## src/bfly_pkg.sv

```systemverilog
// Butterfly engine shared definitions

package bfly_pkg;

  ////////////////////////////////////////////////////////////
  // Datapath defaults
  ////////////////////////////////////////////////////////////

  // Signed sample width
  localparam int DATA_WIDTH = 16;

  // Butterfly units with two vector lanes each
  localparam int BU_PAR = 4;

  // Fraction bits so 1.0 is 0x4000
  localparam int FRAC_BITS = 14;

  // Product stage plus sum stage
  localparam int BFLY_LATENCY = 2;

  ////////////////////////////////////////////////////////////
  // Configuration bus and word map
  ////////////////////////////////////////////////////////////

  localparam int CFG_ADDR_W = 4;   // Word address
  localparam int CFG_DATA_W = 32;  // Word data

  localparam int CFG_PERMUTE_ADDR = 0;  // Lane permute select
  localparam int CFG_RECOVER_ADDR = 1;  // Lane recover select

  // Two coefficients per word from here on
  // Low half holds the even flat index and high half the odd one
  localparam int CFG_COEF_BASE = 2;

endpackage

```

## src/engine_cfg_regs.sv

```systemverilog
// Engine configuration registers

`timescale 1ns/100ps

module engine_cfg_regs import bfly_pkg::*; #(
  parameter int data_width = DATA_WIDTH,
  parameter int bu_par     = BU_PAR
) (
  input  logic                                 clk,
  input  logic                                 rst_n,
  input  logic                                 cfg_we,
  input  logic [CFG_ADDR_W-1:0]                cfg_addr,
  input  logic [CFG_DATA_W-1:0]                cfg_wdata,
  output logic [2*bu_par*$clog2(2*bu_par)-1:0] permute_sel,
  output logic [2*bu_par*$clog2(2*bu_par)-1:0] recover_sel,
  output logic [4*bu_par*data_width-1:0]       coefs
);

  localparam int lanes        = 2 * bu_par;
  localparam int sel_w        = $clog2(lanes);
  localparam int sel_bits     = lanes * sel_w;
  localparam int n_coef       = 4 * bu_par;
  localparam int n_coef_words = n_coef / 2;

  logic [data_width-1:0] coef_q [n_coef];

  // Field i selects lane i
  function automatic logic [sel_bits-1:0] identity_sel();
    logic [sel_bits-1:0] s;
    s = '0;
    for (int i = 0; i < lanes; i++) begin
      s[i*sel_w +: sel_w] = sel_w'(i);
    end
    return s;
  endfunction

  always_ff @(posedge clk or negedge rst_n) begin
    if (!rst_n) begin
      permute_sel <= identity_sel();
      recover_sel <= identity_sel();
      for (int n = 0; n < n_coef; n++) coef_q[n] <= '0;
    end else if (cfg_we) begin
      if (cfg_addr == CFG_ADDR_W'(CFG_PERMUTE_ADDR)) permute_sel <= cfg_wdata[sel_bits-1:0];
      if (cfg_addr == CFG_ADDR_W'(CFG_RECOVER_ADDR)) recover_sel <= cfg_wdata[sel_bits-1:0];
      // Coefficient words update a pair at once
      for (int m = 0; m < n_coef_words; m++) begin
        if (cfg_addr == CFG_ADDR_W'(CFG_COEF_BASE + m)) begin
          coef_q[2*m]   <= cfg_wdata[data_width-1:0];
          coef_q[2*m+1] <= cfg_wdata[CFG_DATA_W/2 +: data_width];
        end
      end
    end
  end

  for (genvar n = 0; n < n_coef; n++) begin : g_coef
    assign coefs[n*data_width +: data_width] = coef_q[n];
  end

endmodule

```

## config.mk

```make
export PLATFORM = sky130hd
export DESIGN_NAME = engine_cfg_regs
export DESIGN_NICKNAME = d
export VERILOG_FILES = /design/src/bfly_pkg.sv /design/src/engine_cfg_regs.sv
export SDC_FILE = /design/constraint.sdc
export NUM_CORES = 1
export LEC_CHECK = 0
export BUFFER_PORTS_ARGS = -buffer_cell sky130_fd_sc_hd__buf_2
export CORE_AREA = 2 2 200 202
export CTS_CLUSTER_SIZE = 30
export DETAILED_ROUTE_END_ITERATION = 12
export DIE_AREA = 0 0 202 204
export SYNTH_ARGS = -nofsm -noshare
export SYNTH_HDL_FRONTEND = slang
export SYNTH_SLANG_ARGS = --single-unit
```

## constraint.sdc

```tcl
create_clock -name clk -period 0.8 [get_ports clk]
set_input_delay 0.16 -clock clk [delete_from_list [all_inputs] [get_ports clk]]
set_output_delay 0.16 -clock clk [all_outputs]
set_load 0.02 [all_outputs]
```

==> impl_metrics.env <==
export IMPL_crit_fanout=2
export IMPL_max_freq_ghz=0.740
export IMPL_synth_top_family_by_area="multiplexers"
export IMPL_worstSetupPathType="reg -> out"
export IMPL_rsz0062_at_grt="true"
export IMPL_core_um2=39200
export IMPL_worst_slew_pin_slew_ns=0.373
export IMPL_initial_utilization_pct=29.6
export IMPL_syn_inst=679
export IMPL_design_area_um2=20000
export IMPL_synthTopCellsByCount="280 x dfrtp_1, 273 x mux2_2, 30 x mux2_4"
export IMPL_clk_pin_slew_ns=0.06
export IMPL_clockBufferDepth=3
export IMPL_syn_cell_area_um2=11600
export IMPL_fp_row_count=73
export IMPL_seq_area_frac_synth_pct=65.9
export IMPL_crit_cells=1
export IMPL_numCtsBuffers=36
export IMPL_grt_overflow_total=0
export IMPL_nNetsFinal=1250
export IMPL_htreeDepth=2
export IMPL_fp_dieH_um=204
export IMPL_setup_worst_path_start_class="flop"
export IMPL_grt_usage_pct=18.1
export IMPL_status="finished with violations"
export IMPL_cts_tree="built"
export IMPL_place_area_um2=14500
export IMPL_fill_cells=3131
export IMPL_syn_area_per_cell_um2=17.1
export IMPL_synth_xor_area_share_pct=0
export IMPL_finalCritPeriodShare_pct=169
export IMPL_antenna_found_initial=1
export IMPL_reg2reg_to="coefs[86]$_DFFE_PN0P_"
export IMPL_drt_wl_total_um=43100
export IMPL_period_minus_slack_ns=1.35
export IMPL_synth_seq_cells=304
export IMPL_portBuffers=342
export IMPL_cp_startpoint="permute_sel[17]$_DFFE_PN1P_"
export IMPL_cpMaxStageDelayCell="dfstp_2"
export IMPL_slew_viol_final=0
export IMPL_synth_area_mux_share_pct=30.5
export IMPL_synth_area_leaders="dfrtp_1 60%, mux2_2 27%, dfstp_2 5.4%"
export IMPL_synthFlopType="dfrtp_1"
export IMPL_hold_class="in -> reg"
export IMPL_routedWlPerCell_um=24.4
export IMPL_yosys_warnings=0
export IMPL_p_per_area_nw_per_um2=2970
export IMPL_vias_per_cell=4.57
export IMPL_async_reset_ff_share_pct=100
export IMPL_cp_cell_sequence="buf_6"
export IMPL_reg2reg_from="coefs[86]$_DFFE_PN0P_"
export IMPL_critPathBufInv=1
export IMPL_area_delta_synth_final_pct=72.6
export IMPL_place_congestion=0.784
export IMPL_synth_compound_area_share_pct=0
export IMPL_first_global_vias=8488
export IMPL_critPathCapture="permute_sel[17]"
export IMPL_grt_pass1_wl_um=55400
export IMPL_cap_violations=0
export IMPL_hold_viol_final=0
export IMPL_yosysUniqueCellTypes=21
export IMPL_critPathMaxStageDelay_ns=0.54
export IMPL_synth_edff_count=0
export IMPL_synth_simple_area_share_pct=1.04
export IMPL_clkLatencyLatePin_ns=0.52
export IMPL_timing_hold_ws_ns=0.0479
export IMPL_multiInputGateArea_um2=4330
export IMPL_timing_reg2reg_setup_slack_ns=-0.25
export IMPL_drt_iter0_drc=284
export IMPL_num_vias=8049
export IMPL_io_pins=343
export IMPL_yosysMostFrequentCell="dfrtp_1"
export IMPL_fin_ws_ns=-0.551
export IMPL_peakVddDrop_mv=1.99
export IMPL_dr_pass1_iters=4
export IMPL_synth_nets=718
export IMPL_grt_max_degree=47
export IMPL_layout_drive_gt1_share_pct=74.8
export IMPL_worstSetupEndpointType="primary output"
export IMPL_slew_headroom_pct=75.1
export IMPL_ant_nets=0
export IMPL_yosysTopAreaCell="dfrtp_1"
export IMPL_p_leak_nw=9.61
export IMPL_synthAdderAreaFrac_pct=0
export IMPL_synth_top_area_share_pct=60.4
export IMPL_violations="setup timing"
export IMPL_seq_area_um2=7640
export IMPL_drc=0
export IMPL_setup_viol=608
export IMPL_cts_sinks=304
export IMPL_fp_dieW_um=202
export IMPL_cts_root_buffer="clkbuf_16"
export IMPL_crit_required_ns=0.64
export IMPL_hpwl_um=23100
export IMPL_crit_arrival_ns=1.19
export IMPL_dieArea_um2=41200
export IMPL_worstRegToRegCells=3
export IMPL_critical_path_top_delay_family="flip-flops"
export IMPL_skew_ns=0
## layer usage
metal / share of wire [%] / GRT usage (%)
met1: 41 / 22.1
met2: 49 / 30.2
met3: 5.1 / 4.19
met4: 4.4 / 8.80
met5: 0 / 0
## how the worst min path moves through the flow
stage / start / endpoint / slack, ns / cells after the start
finish: cfg_wdata[18] / coefs[146]$_DFFE_PN0P_ / 0.05 / 2
global route: cfg_wdata[18] / coefs[210]$_DFFE_PN0P_ / 0.03 / 2
CTS: cfg_wdata[18] / coefs[210]$_DFFE_PN0P_ / 0.002 / 2
detailed placement: rst_n / coefs[128]$_DFFE_PN0P_ / 0.17 / 2
global placement: rst_n / coefs[128]$_DFFE_PN0P_ / 0.17 / 2
floorplan: rst_n / coefs[0]$_DFFE_PN0P_ / -0.14 / 0
## layout by cell type, fill, tap and decap left out, types with 2 or more instances in the layout
| cell type | netlist | routed |
|---|---|---|
| nand3b_4 | 1 | 2 |
| dfstp_2 | 24 | 24 |
| buf_16 | 0 | 4 |
| nor2_4 | 0 | 3 |
| dfrtp_1 | 280 | 280 |
| buf_6 | 0 | 334 |
| buf_2 | 21 | 33 |
| clkbuf_8 | 0 | 8 |
| mux2_4 | 30 | 186 |
| nor3b_4 | 0 | 2 |
| buf_8 | 3 | 11 |
| bufinv_16 | 0 | 2 |
| buf_4 | 7 | 102 |
| dlygate4sd3_1 | 0 | 16 |
| clkbuf_16 | 0 | 53 |
| mux2_2 | 273 | 118 |
| buf_12 | 0 | 34 |
| clkinv_2 | 0 | 2 |
| clkbuf_1 | 0 | 13 |
## power by group
part	switching (mW)	internal (mW)	leakage (nW)
combinational	8.98	12.1	5.36
sequential	2.84	19.2	3.69
clock	6.41	9.91	0.569
total	18.2	41.2	9.61
## stage by stage
stage,utilization [%],setup WS (ns),cells,total power [mW],TNS (ns)
2_1_floorplan,-,-0.538,679,29.5,-129.29
3_3_place_gp,37.0,-0.804,1545,35.0,-219.73
3_5_place_dp,37.0,-0.832,1545,35.3,-221.86
4_1_cts,47.6,-0.589,1703,58.0,-201.86
5_1_grt,51.1,-0.595,1763,61.8,-222.51
6_report,51.1,-0.551,1763,59.5,-208.53
## flip-flops by register name, indices dropped and copies added (netlist names)
name / flops
recover_sel: 24
permute_sel: 24
coefs: 256
## final cells by class
cell class | instances | area share, %
antenna | 1 | 0.0125
clock buffer | 58 | 5.42
clock inverter | 6 | 0.431
multi-input combinational | 319 | 21.7
sequential | 304 | 38.2
tap | 525 | 3.28
timing repair buffer | 550 | 31.0
## repair_timing
action | CTS | global route
pin swaps | 2 | 9
buffers inserted | 68 | 55
resized for setup | 645 | 183
hold buffers | 16 | 0
setup endpoints to repair | 608 | 608
hold endpoints to repair | 414 | 0
cloned | 10 | 24
## cells by family after synthesis
logic type,count (synthesis)
buffers and inverters,56
and+or+nand+nor,15
DFF,304
muxes,304
Power figures use the tool's default switching activity.
