[config.mk]
export PLATFORM = sky130hd
export DESIGN_NAME = sample_packer
export DESIGN_NICKNAME = d
export VERILOG_FILES = /design/src/bfly_pkg.sv /design/src/sample_packer.sv
export SDC_FILE = /design/constraint.sdc
export NUM_CORES = 1
export LEC_CHECK = 0
export ABC_AREA = 1
export BUFFER_PORTS_ARGS = -buffer_cell sky130_fd_sc_hd__buf_4
export CORE_UTILIZATION = 53
export DETAILED_ROUTE_END_ITERATION = 6
export PLACE_DENSITY = 0.9
export SETUP_SLACK_MARGIN = 0.02
export SLEW_MARGIN = 5
export SYNTH_ARGS = -nofsm -noshare
export SYNTH_HDL_FRONTEND = slang
export SYNTH_SLANG_ARGS = --single-unit
[constraint.sdc]
create_clock -name clk -period 2.91 [get_ports clk]
set_input_delay 0.1455 -clock clk [delete_from_list [all_inputs] [get_ports clk]]
set_output_delay 0.1455 -clock clk [all_outputs]
set_load 0.005 [all_outputs]
[src/bfly_pkg.sv]
// Butterfly engine shared definitions

package bfly_pkg;

  ////////////////////////////////////////////////////////////
  // Datapath defaults
  ////////////////////////////////////////////////////////////

  // Signed sample width
  localparam int DATA_WIDTH = 16;

  // Butterfly units with two vector lanes each
  localparam int BU_PAR = 4;

  // Fraction bits so 1.0 is 0x4000
  localparam int FRAC_BITS = 14;

  // Product stage plus sum stage
  localparam int BFLY_LATENCY = 2;

  ////////////////////////////////////////////////////////////
  // Configuration bus and word map
  ////////////////////////////////////////////////////////////

  localparam int CFG_ADDR_W = 4;   // Word address
  localparam int CFG_DATA_W = 32;  // Word data

  localparam int CFG_PERMUTE_ADDR = 0;  // Lane permute select
  localparam int CFG_RECOVER_ADDR = 1;  // Lane recover select

  // Two coefficients per word from here on
  // Low half holds the even flat index and high half the odd one
  localparam int CFG_COEF_BASE = 2;

endpackage

[src/sample_packer.sv]
// Serial to parallel sample packer

`timescale 1ns/100ps

module sample_packer import bfly_pkg::*; #(
  parameter int data_width = DATA_WIDTH,
  parameter int bu_par     = BU_PAR
) (
  input  logic                           clk,
  input  logic                           rst_n,
  input  logic                           up_vld,
  input  logic signed [data_width-1:0]   up_dat,
  output logic                           vec_vld,
  output logic [2*bu_par*data_width-1:0] vec_dat
);

  localparam int lanes = 2 * bu_par;
  localparam int cnt_w = $clog2(lanes);

  logic [cnt_w-1:0] lane_cnt;  // Next lane to fill
  logic             last_lane;

  assign last_lane = (lane_cnt == cnt_w'(lanes - 1));

  // Lane counter and full-vector strobe
  always_ff @(posedge clk or negedge rst_n) begin
    if (!rst_n) begin
      lane_cnt <= '0;
      vec_vld  <= 1'b0;
    end else begin
      vec_vld <= up_vld && last_lane;  // One cycle per full group
      if (up_vld) begin
        lane_cnt <= last_lane ? '0 : lane_cnt + 1'b1;
      end
    end
  end

  // First sample of a group lands in lane 0
  always_ff @(posedge clk) begin
    if (up_vld) begin
      vec_dat[lane_cnt*data_width +: data_width] <= up_dat;
    end
  end

endmodule

==> reports/qor.yml, run 1 <==
final_layout:
  layout_common_cells: "156 x buf_4, 128 x edfxtp_1, 106 x nor2_1, 64 x nand3_1, 21 x nand2_1"
  syn2layout_area_growth_pct: 32.5
  final_layout_size_suffix_gt1_share_pct: 39.9
  final_common_cell: "buf_4"
  fillers: 688
  diodes: 0
  fin_cells: 710
  nets: 589
cts:
  cts_num_sinks: 132
  cts-root-buf: "clkbuf_8"
  clock_path_buffers: 2
  cts_tree: "yes"
  insertion_delay_ns: 0.52
  numCtsBuffers: 17
  clkSlewWorstSetupHoldPaths_ns: 0.06
  h-tree-depth: 4
  cts_resized: 0
  cts_setup_buffers: 0
hold_path:
  holdPathEnd: "vec_dat[65]"
  hold_depth: 3
  hp-start: "up_dat[1]"
  hold_path.class: "in2reg"
timing:
  hold_viol_final: 0
  skew_ns: 0.0122
  maxSlewViolCount: 0
  fmax_mhz: 389
  tns_ns: 0
  post-route-min-period_ns: 2.57
  worst_pin_slew_ns: 0.478
  relSlewSlack_pct: 68.1
  rsz0062_at_grt: "false"
  fin_crit_sh_pct: 88.3
  setup_viol: 0
critical_path:
  crit_fanout: 17
  endpoint_kind: "register"
  worstPathRequired_ns: 3.07
  worst_setup_path_start_kind: "register"
  reg2reg_to: "vec_dat[69]"
  worstSetupPathType: "reg2reg"
  worstReg2RegStart: "lane_cnt[1]"
  r2r_cells: 7
  rrSetupSlack_ns: 0.34
  critPathArrivalTime_ns: 2.73
global_route:
  grt_start_max_net_pins: 37
  grt.busiest_layer: "met2"
  met1_usage_pct: 33.1
  overflow: 0
  grt.total_usage_pct: 25.6
  grt_pass1_vias: 3641
  grt_pass1_wl_mm: 20.4
  grt.met3_usage_pct: 7.49
  antenna_found_initial: 0
  grtUsageMet2_pct: 40.5
job:
  cap_violations: 0
floorplanning:
  io_pins: 148
  core_area_um2: 10300
  die_w_um: 105
  die_area_um2: 10900
  rows: 37
  initial_core_util_pct: 54.2
  die_height_um: 105
synth:
  synth_compound_area_share_pct: 0.269
  muxShareOfSynthArea_pct: 0
  yosysTopAreaCell: "edfxtp_1"
  ys.warnings.count: 0
  synth-simple-area-share_pct: 22.9
  seq_area_frac_synth_pct: 70.8
  synthesis.area_per_instance_um2: 13.6
  synthAdderAreaFrac_pct: 1.80
  synthArstFlopShare_pct: 3.03
  synth_flop_cell: "edfxtp_1"
  synthDistinctLibCells: 22
  synth-edff-count: 128
  synth_cells: 411
  synth_top_area_share_pct: 69.0
  synth_top_family_by_area: "simple AND/OR/NAND/NOR gates"
  syn-num-nets: 438
  syn_area_um2: 5570
  synth_xor_area_share_pct: 0
  synthTopCellsByArea: "edfxtp_1 69%, nor2_1 7.1%, nand3_1 5.7%"
  synth-seq-cells: 132
detailed_routing:
  drtIter0Drc: 323
  num_vias: 3848
  drt_wl_total_mm: 13.6
  drc: 0
  first_pass_iters: 5
  wl_per_cell_um: 19.2
  ant_nets: 0
  vias_per_cell: 5.42
pwr:
  power_w: 0.00712
  ir_drop_mv: 0.809
  leakage_nw: 2.82
  p_per_area_nw_per_um2: 964
placed_design:
  gp_congestion: 0.801
  port_buffers: 147
  placed_cells: 676
  dpl.hpwl_mm: 8.77
status:
  status: "finished clean"
stage by stage:
stage                     instance area [µm²]  setup WS [ns]  hold WS [ns]  util (%)
after floorplan                          5570          0.231        -0.150         -
after global placement                   6710          0.528       -0.0566      65.3
after detailed placement                 6710          0.360       -0.0550      65.3
after CTS                                7390          0.347        0.0125      71.9
after global routing                     7390          0.209        0.0474      71.9
final                                    7390          0.341        0.0325      71.9
logic make-up (layout without fill, tap and decap cells):
| kind of cell | Yosys count | after routing |
|---|---|---|
| DFF | 132 | 132 |
| and+or+nand+nor | 234 | 234 |
| buffers and inverters | 34 | 197 |
| AOI/OAI and AO/OA | 3 | 3 |
| adders and majority gates | 8 | 8 |
synthesized netlist by cell type (3+ instances only):
cell type,count
buf_12,3
buf_2,13
buf_4,3
buf_6,4
clkbuf_1,4
dfrtp_1,4
edfxtp_1,128
ha_1,8
inv_1,4
nand2_1,21
nand2_8,4
nand3_1,64
nand3_2,3
nor2_1,106
nor2_2,11
nor2_4,20
nor2_8,3
o21ai_0,3
worst max-delay path, cell delays in order (launching register included):
cell and delay, ns:
dfrtp_1 0.52, inv_1 0.14, ha_1 0.23, ha_1 0.50, inv_4 0.12, nor2_8 0.14, nand2_8 0.15, nor2_4 0.40
power breakdown:
part	leakage, nW	total (W)	switching (W)	internal (W)
Sequential	1.25	0.00250	0.0000927	0.00241
Clock	0.314	0.00234	0.000778	0.00156
Combinational	1.26	0.00228	0.00165	0.000631
Total	2.82	0.00712	0.00252	0.00460
how the worst max path moves through the flow:
stage                              to        start  slack (ns)
after floorplan            vec_dat[0]  lane_cnt[0]        0.23
after global placement    vec_dat[72]  lane_cnt[1]        0.53
after detailed placement  vec_dat[70]  lane_cnt[1]        0.36
after CTS                 vec_dat[70]  lane_cnt[1]        0.35
after global routing      vec_dat[70]  lane_cnt[1]        0.21
final                     vec_dat[69]  lane_cnt[1]        0.34
flip-flops by register name, indices dropped and copies added, names as in the netlist:
register and flops:
lane_cnt 3, vec_dat 128, vec_vld 1
layer usage:
layer	part of all wire, %	wire [µm]	up-vias
met4	3.3	448	0
met5	0	0	-
li1	-	-	1727
met1	38	5130	1862
met2	50	6810	226
met3	9.0	1230	33
what timing repair did:
| item | CTS | global route |
|---|---|---|
| hold buffers | 3 | 0 |
| hold endpoints to repair | 8 | 0 |
| setup endpoints to repair | 0 | 0 |
cell type report:
type	instances	area, µm²	share of cell area [%]
sequential	132	3940	53.4
multi-input combinational	245	1390	18.8
timing repair buffer	159	1200	16.3
clock buffer	19	422	5.71
clock inverter	12	228	3.08
tap	136	170	2.30
inverter	7	31.3	0.424
Power figures use the tool's default switching activity.
==> inputs of run 2 (changes only) <==
Settings changed: RECOVER_POWER set to 50.
Clock period 2.91 ns to 2.8 ns, I/O delays scaled along.
==> reports/qor.yml, run 2 (synthesis gave the netlist of run 1 again) <==
detailed_routing:
  drt_wl_total_mm: 13.3
  wl_per_cell_um: 18.7
  vias_per_cell: 5.46
  ant_nets: 0
  drtIter0Drc: 327
  first_pass_iters: 5
  drc: 0
  num_vias: 3887
timing:
  fmax_mhz: 397
  skew_ns: 0.00760
  relSlewSlack_pct: 43.8
  rsz0062_at_grt: "false"
  worst_pin_slew_ns: 0.843
  tns_ns: 0
  fin_crit_sh_pct: 89.9
  hold-worst-slack_ns: 0.0351
  hold_viol_final: 0
  setup_viol: 0
  maxSlewViolCount: 0
  post-route-min-period_ns: 2.52
global_route:
  grt_start_max_net_pins: 37
  grt_pass1_vias: 3679
  antenna_found_initial: 0
  grt.total_usage_pct: 25.1
  overflow: 0
  grt_pass1_wl_mm: 20.0
critical_path:
  worstSetupPathType: "reg2reg"
  r2r_cells: 7
  worstReg2RegStart: "lane_cnt[1]"
  critPathArrivalTime_ns: 2.68
  worst_setup_path_start_kind: "register"
  crit_fanout: 17
  startpoint: "lane_cnt[1]"
  worstPathRequired_ns: 2.97
  endpoint_kind: "register"
final_layout:
  fin_cells: 712
  top_regs: "vec_dat (128), lane_cnt (3), vec_vld (1)"
  diodes: 0
  final_common_cell: "edfxtp_1"
  largest_register_ffs: 128
  seqCellArea_um2: 3940
  syn2layout_area_growth_pct: 30.0
  largest-register: "vec_dat"
  multi_input_area_um2: 1360
  final_layout_size_suffix_gt1_share_pct: 38.0
  fillers: 692
  nets: 590
  fin_util_pct: 70.5
  layout_common_cells: "128 x edfxtp_1, 122 x clkbuf_4, 108 x nor2_1, 67 x nand3_1, 25 x buf_4"
floorplanning:
  initial_core_util_pct: 54.2
  die_area_um2: 10900
  io_pins: 148
  die_height_um: 105
  core_area_um2: 10300
  rows: 37
  die_w_um: 105
cts:
  numCtsBuffers: 17
  clock_path_buffers: 2
  h-tree-depth: 4
  insertion_delay_ns: 0.52
  cts_tree: "yes"
  postCtsHoldBufs: 4
  cts_resized: 0
  cts-root-buf: "clkbuf_8"
  cts_num_sinks: 132
  clkSlewWorstSetupHoldPaths_ns: 0.06
  cts_setup_buffers: 0
hold_path:
  hp-start: "up_dat[4]"
  hold_path.class: "in2reg"
  hold_depth: 3
pwr:
  p_per_area_nw_per_um2: 966
  ir_drop_mv: 0.746
  leakage_nw: 2.72
placed_design:
  port_buffers: 147
  gp_congestion: 0.815
  dpl.hpwl_mm: 8.75
  placed_cells: 676
job:
  cap_violations: 0
status:
  status: "finished clean"
==> run 2: cell types whose count changed in the layout (fill, tap and decap cells not counted), moves of 3 or more <==
cell	delta
buf_4	-131
bufinv_16	-5
clkbuf_1	+6
clkbuf_4	+122
inv_6	+5
nand3_1	+3
nand3_2	-3
==> run 2: report_power, final <==
group	leakage (nW)	total [W]	switching [W]	internal, W
combinational	1.20	0.00232	0.00170	0.000620
clock	0.272	0.00208	0.000880	0.00120
sequential	1.25	0.00259	0.0000924	0.00250
total	2.72	0.00699	0.00267	0.00432
==> run 2: routing by layer <==
| metal | up-vias | global-route usage (%) | wire length, µm |
|---|---|---|---|
| met1 | 1860 | 32.7 | 4940 |
| met4 | 0 | 8.98 | 344 |
| li1 | 1731 | - | - |
| met2 | 262 | 40.0 | 6700 |
| met5 | - | 0 | 0 |
| met3 | 34 | 7.42 | 1350 |
==> run 2: final cells by class <==
type / instances / share of cell area, %
Sequential cell: 132 / 54.5
Multi-Input combinational cell: 245 / 18.8
Timing Repair Buffer: 160 / 16.3
Clock buffer: 17 / 5.72
Tap cell: 136 / 2.35
Clock inverter: 15 / 2.00
Inverter: 7 / 0.432
==> run 2: through the flow <==
stage / total power [W] / instance area, µm² / worst slack (ns)
2_1_floorplan: 0.00456 / 5570 / 0.121
3_3_place_gp: 0.00486 / 6710 / 0.423
3_5_place_dp: 0.00496 / 6710 / 0.285
4_1_cts: 0.00703 / 7310 / 0.283
5_1_grt: 0.00728 / 7240 / 0.174
6_report: 0.00699 / 7240 / 0.283
==> run 2: final timing paths <==
| path | endpoint | slack [ns] |
|---|---|---|
| max in group asynchronous | lane_cnt[1] | 2.08 |
| min in group asynchronous | vec_vld | 0.54 |
| worst max-delay path | vec_dat[68] | 0.28 |
| worst max register to register | vec_dat[68] | 0.28 |
| worst min-delay path | vec_dat[4] | 0.04 |
| worst min register to register | lane_cnt[0] | 0.74 |
==> run 2: critical path: stages (launching register included) <==
cell	delay [ns]
dfrtp_1	0.51
inv_1	0.15
ha_1	0.23
ha_1	0.48
inv_4	0.11
nor2_8	0.12
nand2_8	0.15
nor2_4	0.40
==> inputs of run 3 (changes only) <==
Settings changed: ABC_AREA 1 to unset, CELL_PAD_IN_SITES_DETAIL_PLACEMENT set to 0, CELL_PAD_IN_SITES_GLOBAL_PLACEMENT set to 1, CORE_UTILIZATION 53 to 42, PLACE_DENSITY 0.9 to 0.89.
==> reports/qor.yml, run 3 <==
synth:
  ys.warnings.count: 0
  yosysMostFrequentCell: "edfxtp_1"
  synthesis.area_per_instance_um2: 15.8
  synthTopCellsByArea: "edfxtp_1 71%, nor4b_2 7.7%, nor2_1 4.5%"
  synth_common_cells: "128 x edfxtp_1, 65 x nor2_1, 28 x nor4b_2"
  syn-num-nets: 371
  seq_area_frac_synth_pct: 72.6
  synthDistinctLibCells: 25
  synth_top_area_share_pct: 70.7
  synth-seq-cells: 132
  yosysTopAreaCell: "edfxtp_1"
  synthArstFlopShare_pct: 3.03
  syn_area_um2: 5440
  synth_cells: 344
  synth_flop_cell: "edfxtp_1"
  synth-edff-count: 128
timing:
  fin_crit_sh_pct: 86.6
  fmax_mhz: 412
  rsz0062_at_grt: "false"
  relSlewSlack_pct: 21.0
  post-route-min-period_ns: 2.43
  setup_viol: 0
  maxSlewViolCount: 0
  fin_ws_ns: 0.374
  skew_ns: 0.0105
  hold_viol_final: 0
  tns_ns: 0
  hold-worst-slack_ns: 0.0886
  worst_pin_slew_ns: 1.19
cts:
  clkSlewWorstSetupHoldPaths_ns: 0.06
  insertion_delay_ns: 0.41
  h-tree-depth: 4
  cts_tree: "yes"
  cts_num_sinks: 132
  cts-root-buf: "clkbuf_16"
  clock_path_buffers: 2
  numCtsBuffers: 17
final_layout:
  largest_register_ffs: 128
  multi_input_area_um2: 1340
  layout_common_cells: "128 x edfxtp_1, 102 x clkbuf_4, 65 x nor2_1, 30 x clkbuf_1, 29 x buf_4"
  seqCellArea_um2: 3940
  diodes: 0
  final_common_cell: "edfxtp_1"
  nets: 525
  syn2layout_area_growth_pct: 32.5
  top_regs: "vec_dat (128), lane_cnt (3), vec_vld (1)"
  largest-register: "vec_dat"
  fin_cells: 683
  fillers: 1071
  final_layout_size_suffix_gt1_share_pct: 39.7
critical_path:
  endpoint_kind: "register"
  critPathArrivalTime_ns: 2.62
  crit_fanout: 48
  worstPathRequired_ns: 2.99
  worst_setup_path_start_kind: "register"
  worstSetupPathType: "reg2reg"
status:
  status: "finished clean"
detailed_routing:
  drc: 0
  num_vias: 3536
  first_pass_iters: 6
  vias_per_cell: 5.18
  drt_wl_total_mm: 13.7
  ant_nets: 0
  drtIter0Drc: 370
  wl_per_cell_um: 20.0
pwr:
  ir_drop_mv: 0.458
  p_int_w: 0.00425
  clkPwrFrac_pct: 31.2
  p_switching_w: 0.00247
  switching_share_pct: 36.8
  leakage_nw: 2.51
  combPwrFrac_pct: 30.0
  power_w: 0.00673
  p_per_area_nw_per_um2: 934
  seqPwrFrac_pct: 38.8
global_route:
  overflow: 0
  grt_pass1_vias: 3640
  grt_start_max_net_pins: 49
  grt.total_usage_pct: 21.7
  antenna_found_initial: 0
  grt_pass1_wl_mm: 20.8
floorplanning:
  io_pins: 148
  die_area_um2: 13400
  die_height_um: 116
  core_area_um2: 12600
  die_w_um: 116
  initial_core_util_pct: 43.1
  rows: 41
placed_design:
  placed_cells: 649
  dpl.hpwl_mm: 9.51
  pre_cts_slack_ns: 0.297
  port_buffers: 147
  gp_congestion: 0.848
hold_path:
  hold_path.class: "in2async"
job:
  cap_violations: 0
==> run 3: changes by cell type in the layout (fill, tap and decap cells not counted), sizes merged, moves of 2 or more <==
cell and change:
nand2b +4, inv -2, nor2 -74, nor4b +48, nor3b +3, nand2 -4, dlygate4sd3 -2, and4 +17
clkbuf +3, nand3 -67, nor3 +4, or2 +2, buf +4
==> run 3: worst max-delay path, stage by stage (launching register included) <==
cell	delay (ns)
dfrtp_1	0.49
inv_1	0.12
ha_1	0.22
ha_1	0.18
or2_2	0.70
nor4b_1	0.50
==> run 3: cell type report <==
class	instances	share of cell area (%)
clock buffer	17	5.91
clock inverter	15	1.93
inverter	3	0.156
multi-input combinational	179	18.6
sequential	132	54.8
tap	172	2.99
timing repair buffer	165	15.6
==> run 3: stage by stage <==
| stage | instance area, µm² | util [%] |
|---|---|---|
| after global routing | 7200 | 57.0 |
| after CTS | 7330 | 58.1 |
| after floorplan | 5460 | - |
| after detailed placement | 6750 | 53.5 |
| final | 7200 | 57.0 |
| after global placement | 6750 | 53.5 |
==> run 3: what timing repair did <==
action / CTS / global route
resized for setup: 0 / 0
buffers inserted: 0 / 0
endpoints found under the setup margin: 0 / 0
hold buffers: 2 / 0
hold endpoints to repair: 6 / 0
==> run 3: final timing paths <==
check                            start            to  slack [ns]  cells past startpoint
max                        lane_cnt[1]  vec_dat[101]        0.37                      5
min                              rst_n       vec_vld        0.09                      2
max reg2reg                lane_cnt[1]  vec_dat[101]        0.37                      5
min reg2reg                lane_cnt[2]   lane_cnt[2]        0.72                      2
max in group asynchronous        rst_n   lane_cnt[0]        2.52                      2
min in group clk            up_dat[15]   vec_dat[15]        0.10                      2
==> run 3: kinds of logic after synthesis <==
logic type | count (synthesis) | synth area share, %
AO/OA/AOI/OAI | 3 | 0.299
adder cells (fa/ha/maj) | 8 | 1.84
buffers and inverters | 33 | 3.38
flip-flops | 132 | 72.6
AND/OR/NAND/NOR | 168 | 21.9
==> run 3: per-layer routing <==
metal  GRT usage [%]  vias up  wire length [µm]
li1                -     1615                 -
met1            27.5     1737              5580
met2            35.1      176              6680
met3            7.79        8              1320
met4            6.58        0                86
met5               0        -                 0
==> run 3: power groups by stage <==
stage	sequential, W	combinational (W)	clock [W]
after floorplan	0.00265	0.00142	0
after global placement	0.00265	0.00203	0
after detailed placement	0.00265	0.00211	0
after CTS	0.00262	0.00211	0.00212
after global routing	0.00263	0.00222	0.00221
final	0.00261	0.00202	0.00210
